--- config.mk ---
export PLATFORM = sky130hd
export DESIGN_NAME = matchingStage
export DESIGN_NICKNAME = d
export VERILOG_FILES = /design/src/rtl/matchMemPkg.sv /design/src/rtl/tokenPkg.sv /design/src/rtl/matchCtrl.sv /design/src/rtl/matchMemory.sv /design/src/rtl/matchingStage.sv /design/src/rtl/operandPairer.sv
export SDC_FILE = /design/constraint.sdc
export NUM_CORES = 2
export LEC_CHECK = 0
export BUFFER_PORTS_ARGS = -buffer_cell sky130_fd_sc_hd__buf_2
export CAP_MARGIN = 20
export CELL_PAD_IN_SITES_DETAIL_PLACEMENT = 1
export CELL_PAD_IN_SITES_GLOBAL_PLACEMENT = 1
export CORE_MARGIN = 8
export CORE_UTILIZATION = 28
export CTS_CLUSTER_DIAMETER = 30
export DETAILED_ROUTE_END_ITERATION = 8
export PLACE_DENSITY_LB_ADDON = 0.25
export REMOVE_ABC_BUFFERS = 1
export SYNTH_ARGS = -nofsm -noshare
export SYNTH_HDL_FRONTEND = slang
export SYNTH_HIERARCHICAL = 1
export SYNTH_SLANG_ARGS = --single-unit
--- constraint.sdc ---
create_clock -name clk -period 3.8 [get_ports clk]
set_input_delay 0.57 -clock clk [delete_from_list [all_inputs] [get_ports clk]]
set_output_delay 0.57 -clock clk [all_outputs]
set_load 0.02 [all_outputs]
--- src/rtl/matchMemPkg.sv ---
package matchMemPkg;

    // Matching store geometry
    localparam int MEM_DEPTH = 64;
    localparam int ADDR_W    = 6;

    // Key is color, gen and dest
    localparam int TAG_W     = 18;

    typedef logic [ADDR_W-1:0] memAddrT;
    typedef logic [TAG_W-1:0]  matchTagT;

    // Control FSM
    typedef enum logic [1:0] {
        IDLE    = 2'd0,
        LOOKUP  = 2'd1,
        RESOLVE = 2'd2,
        EMIT    = 2'd3
    } ctrlStateT;

    // What the pairer builds from the latched token
    typedef enum logic [1:0] {
        EMIT_PAIR   = 2'd0,
        EMIT_BYPASS = 2'd1,
        EMIT_RETRY  = 2'd2
    } emitModeT;

endpackage

--- src/rtl/tokenPkg.sv ---
package tokenPkg;

    // Field widths of one token
    localparam int COLOR_W = 3;
    localparam int GEN_W   = 8;
    localparam int DEST_W  = 7;
    localparam int KIND_W  = 2;
    localparam int DATA_W  = 16;

    // Packed order is color, gen, dest, C, Z, kind, data
    localparam int TOKEN_W = COLOR_W + GEN_W + DEST_W + 2 + KIND_W + DATA_W;

    typedef logic [COLOR_W-1:0] colorT;
    typedef logic [GEN_W-1:0]   genT;
    typedef logic [DEST_W-1:0]  destT;
    typedef logic [DATA_W-1:0]  dataT;

    // Operand kind carried in every token
    typedef enum logic [KIND_W-1:0] {
        OP_RIGHT = 2'b00,
        OP_RSVD  = 2'b01,   // Bypasses matching like a constant
        OP_CONST = 2'b10,
        OP_LEFT  = 2'b11
    } opKindT;

endpackage

--- src/rtl/matchCtrl.sv ---
`timescale 1ns/1ps

module matchCtrl (
    input  logic                  clk,
    input  logic                  rstN,
    input  logic                  inValid,
    input  tokenPkg::colorT       inColor,
    input  tokenPkg::genT         inGen,
    input  tokenPkg::destT        inDest,
    input  logic                  inC,
    input  logic                  inZ,
    input  tokenPkg::opKindT      inKind,
    input  tokenPkg::dataT        inData,
    input  logic                  rdValid,
    input  matchMemPkg::matchTagT rdTag,
    input  logic                  rdSide,
    input  logic                  outBusy,
    output logic                  inReady,
    output matchMemPkg::memAddrT  memAddr,
    output logic                  memRdEn,
    output logic                  memWrEn,
    output logic                  memDelEn,
    output matchMemPkg::matchTagT wrTag,
    output logic                  wrSide,
    output tokenPkg::dataT        wrData,
    output logic                  emitEn,
    output matchMemPkg::emitModeT emitMode,
    output tokenPkg::colorT       tokColor,
    output tokenPkg::genT         tokGen,
    output tokenPkg::destT        tokDest,
    output logic                  tokC,
    output logic                  tokZ,
    output tokenPkg::opKindT      tokKind,
    output tokenPkg::dataT        tokData
);

    import tokenPkg::*;
    import matchMemPkg::*;

    ctrlStateT state;
    emitModeT  modeQ;
    logic      runEn;

    // Accepted token packed as it arrived
    logic [TOKEN_W-1:0] tokReg;
    logic [KIND_W-1:0]  kindBits;

    matchTagT curTag;
    logic     curSide;
    logic     accept;
    logic     inBypass;
    logic     isPair;

    assign accept   = inValid && inReady;
    assign inBypass = (inKind == OP_CONST) || (inKind == OP_RSVD);

    // Held for the whole life of the token
    assign {tokColor, tokGen, tokDest, tokC, tokZ, kindBits, tokData} = tokReg;
    assign tokKind = opKindT'(kindBits);

    assign curTag  = {tokColor, tokGen, tokDest};
    assign curSide = (tokKind == OP_LEFT);

    // Slot hash over the key fields
    assign memAddr = tokDest[5:0] ^ tokGen[5:0] ^ {tokColor, 3'b000};

    // Partner of the other side with the same key
    assign isPair = rdValid && (rdTag == curTag) && (rdSide != curSide);

    // Ready rises one cycle after reset ends
    always_ff @(posedge clk) begin
        if (!rstN) begin
            runEn <= 1'b0;
        end else begin
            runEn <= 1'b1;
        end
    end

    assign inReady = runEn && (state == IDLE) && !outBusy;

    always_ff @(posedge clk) begin
        if (accept) begin
            tokReg <= {inColor, inGen, inDest, inC, inZ, inKind, inData};
        end
    end

    always_ff @(posedge clk) begin
        if (!rstN) begin
            state <= IDLE;
            modeQ <= EMIT_BYPASS;
        end else begin
            case (state)
                IDLE: begin
                    if (accept) begin
                        if (inBypass) begin
                            state <= EMIT;
                            modeQ <= EMIT_BYPASS;
                        end else begin
                            state <= LOOKUP;
                        end
                    end
                end
                LOOKUP: state <= RESOLVE;
                RESOLVE: begin
                    // Empty slot stores and returns to idle without output
                    if (!rdValid) begin
                        state <= IDLE;
                    end else begin
                        state <= EMIT;
                        modeQ <= isPair ? EMIT_PAIR : EMIT_RETRY;
                    end
                end
                default: state <= IDLE;
            endcase
        end
    end

    // Memory commands
    assign memRdEn  = (state == LOOKUP);
    assign memWrEn  = (state == RESOLVE) && !rdValid;
    assign memDelEn = (state == RESOLVE) && isPair;
    assign wrTag    = curTag;
    assign wrSide   = curSide;
    assign wrData   = tokData;

    assign emitEn   = (state == EMIT);
    assign emitMode = modeQ;

endmodule

--- src/rtl/matchMemory.sv ---
`timescale 1ns/1ps

module matchMemory (
    input  logic                 clk,
    input  logic                 rstN,
    input  matchMemPkg::memAddrT memAddr,
    input  logic                 memRdEn,
    input  logic                 memWrEn,
    input  logic                 memDelEn,
    input  matchMemPkg::matchTagT wrTag,
    input  logic                 wrSide,
    input  tokenPkg::dataT       wrData,
    output logic                 rdValid,
    output matchMemPkg::matchTagT rdTag,
    output logic                 rdSide,
    output tokenPkg::dataT       rdData
);

    import tokenPkg::*;
    import matchMemPkg::*;

    // Entry storage
    matchTagT tagMem  [MEM_DEPTH];
    logic     sideMem [MEM_DEPTH];
    dataT     dataMem [MEM_DEPTH];

    // One occupancy bit per slot
    logic [MEM_DEPTH-1:0] validBits;

    // Entry write and registered read of the payload
    always_ff @(posedge clk) begin
        if (memWrEn) begin
            tagMem[memAddr]  <= wrTag;
            sideMem[memAddr] <= wrSide;
            dataMem[memAddr] <= wrData;
        end
        if (memRdEn) begin
            rdTag  <= tagMem[memAddr];
            rdSide <= sideMem[memAddr];
            rdData <= dataMem[memAddr];
        end
    end

    // Occupancy bits follow write and delete
    always_ff @(posedge clk) begin
        if (!rstN) begin
            validBits <= '0;
        end else begin
            if (memWrEn) begin
                validBits[memAddr] <= 1'b1;
            end else if (memDelEn) begin
                validBits[memAddr] <= 1'b0;
            end
        end
    end

    // Read hit flag registered with the entry
    always_ff @(posedge clk) begin
        if (!rstN) begin
            rdValid <= 1'b0;
        end else if (memRdEn) begin
            rdValid <= validBits[memAddr];
        end
    end

endmodule

--- src/rtl/matchingStage.sv ---
`timescale 1ns/1ps

module matchingStage (
    input  logic             clk,
    input  logic             rstN,
    input  logic             inValid,
    output logic             inReady,
    input  tokenPkg::colorT  inColor,
    input  tokenPkg::genT    inGen,
    input  tokenPkg::destT   inDest,
    input  logic             inC,
    input  logic             inZ,
    input  tokenPkg::opKindT inKind,
    input  tokenPkg::dataT   inData,
    output logic             outValid,
    input  logic             outReady,
    output tokenPkg::colorT  outColor,
    output tokenPkg::genT    outGen,
    output tokenPkg::destT   outDest,
    output logic             outC,
    output logic             outZ,
    output tokenPkg::dataT   outDataL,
    output tokenPkg::dataT   outDataR,
    output logic             outRetry
);

    import tokenPkg::*;
    import matchMemPkg::*;

    // Control to memory
    memAddrT  memAddr;
    logic     memRdEn;
    logic     memWrEn;
    logic     memDelEn;
    matchTagT wrTag;
    logic     wrSide;
    dataT     wrData;

    // Memory read port
    logic     rdValid;
    matchTagT rdTag;
    logic     rdSide;
    dataT     rdData;

    // Control to pairer
    logic     emitEn;
    emitModeT emitMode;
    colorT    tokColor;
    genT      tokGen;
    destT     tokDest;
    logic     tokC;
    logic     tokZ;
    opKindT   tokKind;
    dataT     tokData;
    logic     outBusy;

    matchCtrl uCtrl (
        .clk(clk), .rstN(rstN),
        .inValid(inValid), .inColor(inColor), .inGen(inGen), .inDest(inDest),
        .inC(inC), .inZ(inZ), .inKind(inKind), .inData(inData),
        .rdValid(rdValid), .rdTag(rdTag), .rdSide(rdSide), .outBusy(outBusy),
        .inReady(inReady), .memAddr(memAddr), .memRdEn(memRdEn),
        .memWrEn(memWrEn), .memDelEn(memDelEn),
        .wrTag(wrTag), .wrSide(wrSide), .wrData(wrData),
        .emitEn(emitEn), .emitMode(emitMode),
        .tokColor(tokColor), .tokGen(tokGen), .tokDest(tokDest),
        .tokC(tokC), .tokZ(tokZ), .tokKind(tokKind), .tokData(tokData)
    );

    matchMemory uMem (
        .clk(clk), .rstN(rstN),
        .memAddr(memAddr), .memRdEn(memRdEn), .memWrEn(memWrEn), .memDelEn(memDelEn),
        .wrTag(wrTag), .wrSide(wrSide), .wrData(wrData),
        .rdValid(rdValid), .rdTag(rdTag), .rdSide(rdSide), .rdData(rdData)
    );

    operandPairer uPairer (
        .clk(clk), .rstN(rstN),
        .emitEn(emitEn), .emitMode(emitMode),
        .tokColor(tokColor), .tokGen(tokGen), .tokDest(tokDest),
        .tokC(tokC), .tokZ(tokZ), .tokKind(tokKind), .tokData(tokData),
        .partnerData(rdData), .outReady(outReady), .outBusy(outBusy),
        .outValid(outValid), .outColor(outColor), .outGen(outGen), .outDest(outDest),
        .outC(outC), .outZ(outZ), .outDataL(outDataL), .outDataR(outDataR),
        .outRetry(outRetry)
    );

endmodule

--- src/rtl/operandPairer.sv ---
`timescale 1ns/1ps

module operandPairer (
    input  logic                  clk,
    input  logic                  rstN,
    input  logic                  emitEn,
    input  matchMemPkg::emitModeT emitMode,
    input  tokenPkg::colorT       tokColor,
    input  tokenPkg::genT         tokGen,
    input  tokenPkg::destT        tokDest,
    input  logic                  tokC,
    input  logic                  tokZ,
    input  tokenPkg::opKindT      tokKind,
    input  tokenPkg::dataT        tokData,
    input  tokenPkg::dataT        partnerData,
    input  logic                  outReady,
    output logic                  outBusy,
    output logic                  outValid,
    output tokenPkg::colorT       outColor,
    output tokenPkg::genT         outGen,
    output tokenPkg::destT        outDest,
    output logic                  outC,
    output logic                  outZ,
    output tokenPkg::dataT        outDataL,
    output tokenPkg::dataT        outDataR,
    output logic                  outRetry
);

    import tokenPkg::*;
    import matchMemPkg::*;

    dataT nextDataL;
    dataT nextDataR;
    logic nextRetry;

    // Operand placement per emit mode
    always_comb begin
        nextDataL = tokData;
        nextDataR = '0;
        nextRetry = 1'b0;
        case (emitMode)
            EMIT_PAIR: begin
                // Left data always on DataL whichever side arrived first
                if (tokKind == OP_LEFT) begin
                    nextDataL = tokData;
                    nextDataR = partnerData;
                end else begin
                    nextDataL = partnerData;
                    nextDataR = tokData;
                end
            end
            EMIT_RETRY: nextRetry = 1'b1;
            default: nextRetry = 1'b0;
        endcase
    end

    // Output payload held until the transfer
    always_ff @(posedge clk) begin
        if (emitEn) begin
            outColor <= tokColor;
            outGen   <= tokGen;
            outDest  <= tokDest;
            outC     <= tokC;
            outZ     <= tokZ;
            outDataL <= nextDataL;
            outDataR <= nextDataR;
            outRetry <= nextRetry;
        end
    end

    always_ff @(posedge clk) begin
        if (!rstN) begin
            outValid <= 1'b0;
        end else if (emitEn) begin
            outValid <= 1'b1;
        end else if (outReady) begin
            outValid <= 1'b0;
        end
    end

    // Busy for as long as a token sits in the output register
    assign outBusy = outValid;

endmodule

==> flow_metrics.py <==
metrics = {
    "synth": {
        "synth_area_per_cell_um2": 18.44,
        "synth.yosys.warnings": 6,
        "ys_ff_latch": 2437,
        "synthAdderAreaFrac_pct": 0,
        "synth-compound-area-share_pct": 9.433,
        "async_flop_share_pct": 0,
        "synth_area_um2": 94030,
        "ys.flop_type": "edfxtp_1",
        "yosysUniqueCellTypes": 69,
        "synth_xor_area_share_pct": 0.2701,
        "synth_edf_count": 2366,
        "synth_simple_gate_area_share_pct": 2.202,
        "synth_top_family_by_area": "compound AO/OA/AOI/OAI gates",
        "muxShareOfSynthArea_pct": 8.734,
        "synthCells": 5098,
        "ys_seq_area_share_pct": 77.07,
    },
    "setup_path": {
        "critPathMaxFanout": 14,
        "r2r_cells": 9,
        "crit_buf_inv": 2,
        "slowest_stage": "or4_1",
        "cp.depth": 9,
        "crit_path_start_kind": "flop",
        "crit_arrival_ps": 4490,
        "path_cells": "xor2_4, buf_12, mux2i_1, o22ai_1, a221o_1, a221oi_1, buf_4, o221ai_1, or4_1",
        "crit_required_ps": 4530,
        "crit_type": "reg2reg",
        "crit_path_end_kind": "flop",
        "critPathMaxStageDelay_ps": 550,
        "path_delay_family": "compound AO/OA/AOI/OAI gates",
    },
    "clock_network": {
        "clk_latency_ps": 1010,
        "cts_max_level": 6,
        "cts_buffers": 559,
        "root_buffer": "clkbuf_16",
        "path_clk_slew_ps": 50,
        "cts_tree": "done",
        "clockBufferDepth": 4,
        "clock_sinks": 2437,
    },
    "power": {
        "leakagePower_nw": 41.27,
        "combPwrFrac_pct": 6.7,
        "finalPower_w": 0.08276,
        "p_int_w": 0.06345,
        "p_clk_share_pct": 57.4,
        "ir_drop_mv": 0.4534,
        "switching_power_w": 0.01931,
        "swShare_pct": 23.33,
        "pwr-share-seq_pct": 35.9,
        "power_density_nw_per_um2": 665.8,
    },
    "global_route": {
        "grt.total_usage_pct": 21.51,
        "grt_max_degree": 67,
        "grt_pass1_vias": 60220,
        "grt-ovfl-total": 0,
        "grt_pass1_wl_mm": 531.5,
        "antenna_found_initial": 32,
    },
    "outcome": {
        "status": "complete, no violations",
    },
    "placement": {
        "portBuffers": 96,
        "finalWeightedCongestion": 0.8225,
        "placed_area_um2": 105200,
        "dp.cells": 9745,
        "dp_hpwl_mm": 238.0,
        "dp_slack_ps": 4.459,
    },
    "cells_and_area": {
        "final_cell_area_um2": 124300,
        "drive_gt1_share_pct": 30.52,
        "nNetsFinal": 6004,
        "n_fill_cell": 32710,
        "final_cells": 10800,
        "area_growth_pct": 32.19,
    },
    "routing": {
        "drtIter0Drc": 7674,
        "wl_mm": 398.0,
        "routedWlPerCell_um": 36.85,
        "via_count": 59530,
        "vias_per_cell": 5.511,
        "drc_errors": 0,
        "final_antenna_net_count": 0,
        "first_pass_iters": 8,
    },
    "sta": {
        "clock_skew_ps": 78.65,
        "finalMaxSlewViolations": 0,
        "worst_slack_ps": 41.17,
        "finalHoldViolCount": 0,
        "fmaxAchievable_mhz": 266.0,
        "fin_crit_sh_pct": 98.92,
        "rsz0062_at_grt": "false",
        "relSlewSlack_pct": 26.67,
        "min_period_ps": 3759,
        "fin_tns_setup_ps": 0,
        "setup_violations": 0,
        "tightest_slew_ps": 1100,
    },
    "die": {
        "start_util_pct": 28.16,
        "fp.dieW_um": 595.5,
        "die_h_um": 595.5,
        "rows": 212,
        "die_area_um2": 354600,
        "core_area_um2": 334000,
        "io_pins": 97,
    },
    "hold_path": {
        "whs_path_depth": 1,
        "hp-class": "in2reg",
    },
    "job": {
        "maxCapViolations": 0,
    },
}
==> placed cells by master, fill, tap and decap left out, types with 70 or more instances in the layout <==
master     netlist  final
o21a_1         133    133
clkinv_2         0     93
nor2_4           0     70
mux4_2         151    151
nor2_1         194    122
mux2_2         204    204
clkbuf_16        0    569
o22ai_1        109    109
a221oi_1       257    257
buf_12           1    197
dfxtp_1         71     71
a22oi_1        165    165
clkinv_1         0    101
edfxtp_1      2366   2366
mux2i_1        228    228
o21ai_0         89     89
clkbuf_1        97     94
buf_2          145     96
nand2_1        137    136
a21oi_1        150    150
buf_4           86    354
==> routing by layer <==
layer | global-route usage (%) | part of all wire (%) | wire length (µm)
met5 | 0 | 0.0065 | 26
met4 | 7.851 | 4.0 | 15770
met3 | 4.127 | 8.0 | 31910
met2 | 35.14 | 47 | 187400
met1 | 28.57 | 41 | 162900
==> flip-flops by register name, indices dropped and copies added (netlist names), named ones only <==
signal / count
uMem/tagMem: 1152
uPairer/outDataR: 16
uCtrl/emitMode: 2
uPairer/outRetry: 1
uPairer/outZ: 1
uPairer/outDataL: 16
uMem/dataMem: 1024
uMem/sideMem: 64
uPairer/outGen: 8
uMem/rdValid: 1
uMem/rdSide: 1
uPairer/outBusy: 1
uCtrl/tokReg: 38
uMem/rdTag: 18
uCtrl/runEn: 1
uPairer/outColor: 3
uPairer/outDest: 7
uPairer/outC: 1
uMem/rdData: 16
uCtrl/state: 2
==> final timing paths <==
check,start,end,slack [ps]
worst max-delay path,uCtrl/tokReg[22]$_DFFE_PP_,uMem/rdData[3]$_DFFE_PP_,40
worst min-delay path,rstN,uCtrl/runEn$_DFF_P_,120
worst max register to register,uCtrl/tokReg[22]$_DFFE_PP_,uMem/rdData[3]$_DFFE_PP_,40
worst min register to register,uCtrl/tokReg[19]$_DFFE_PP_,uPairer/outC$_DFFE_PP_,430
==> synthesized netlist by cell type (23+ instances only) <==
cell	instances	area, µm²
a221oi_1	257	2251
a22oi_1	165	1239
o21ai_0	89	445.4
mux2_2	204	2297
a22o_1	42	367.9
nand3_1	27	135.1
clkbuf_1	97	364.1
edfxtp_1	2366	71050
nand2_1	137	514.2
buf_1	31	116.4
o21a_1	133	998.5
o221ai_1	31	271.5
mux4_2	151	3401
dfxtp_1	71	1421
a21oi_1	150	750.7
o2bb2ai_1	27	236.5
buf_4	86	645.6
nor2_1	194	728.2
buf_2	145	725.7
mux2i_1	228	2282
a221o_1	65	650.6
buf_6	23	259.0
o22ai_1	109	681.9
==> area by class of cell <==
cell class / count / area (µm²) / area share [%]
Tap cell: 4387 / 5489 / 4.416
Antenna cell: 9 / 22.52 / 0.01812
Timing Repair Buffer: 686 / 7472 / 6.012
Sequential cell: 2437 / 72470 / 58.30
Clock buffer: 668 / 14660 / 11.79
Inverter: 6 / 37.54 / 0.03020
Multi-Input combinational cell: 2272 / 20120 / 16.19
Clock inverter: 337 / 4026 / 3.239
==> power groups by stage <==
stage	clock network, W	registers, W	logic, W
2_1_floorplan	0	0.0303	0.00369
3_3_place_gp	0	0.0302	0.00536
3_5_place_dp	0	0.0302	0.00539
4_1_cts	0.0480	0.0297	0.00545
5_1_grt	0.0493	0.0297	0.00564
6_report	0.0475	0.0297	0.00552
==> kinds of logic after synthesis <==
| logic type | Yosys count |
|---|---|
| flops | 2437 |
| compound gates | 1181 |
| mux | 600 |
| simple gates | 462 |
| buf+inv | 389 |
| xor+xnor | 29 |
==> stage by stage <==
stage          hold WS (ps)  utilization [%]
2_1_floorplan         400.3                -
3_3_place_gp          403.0            31.49
3_5_place_dp          409.9            31.49
4_1_cts               59.40            37.20
5_1_grt               104.7            37.21
6_report              123.8            37.22
==> what timing repair did <==
action                     CTS  global route
buffers inserted             0             4
hold buffers                39             0
hold endpoints to repair    40             0
setup endpoints to repair    0             4
gates resized for setup      0             1
No activity file was read; power rests on OpenSTA's default activity.
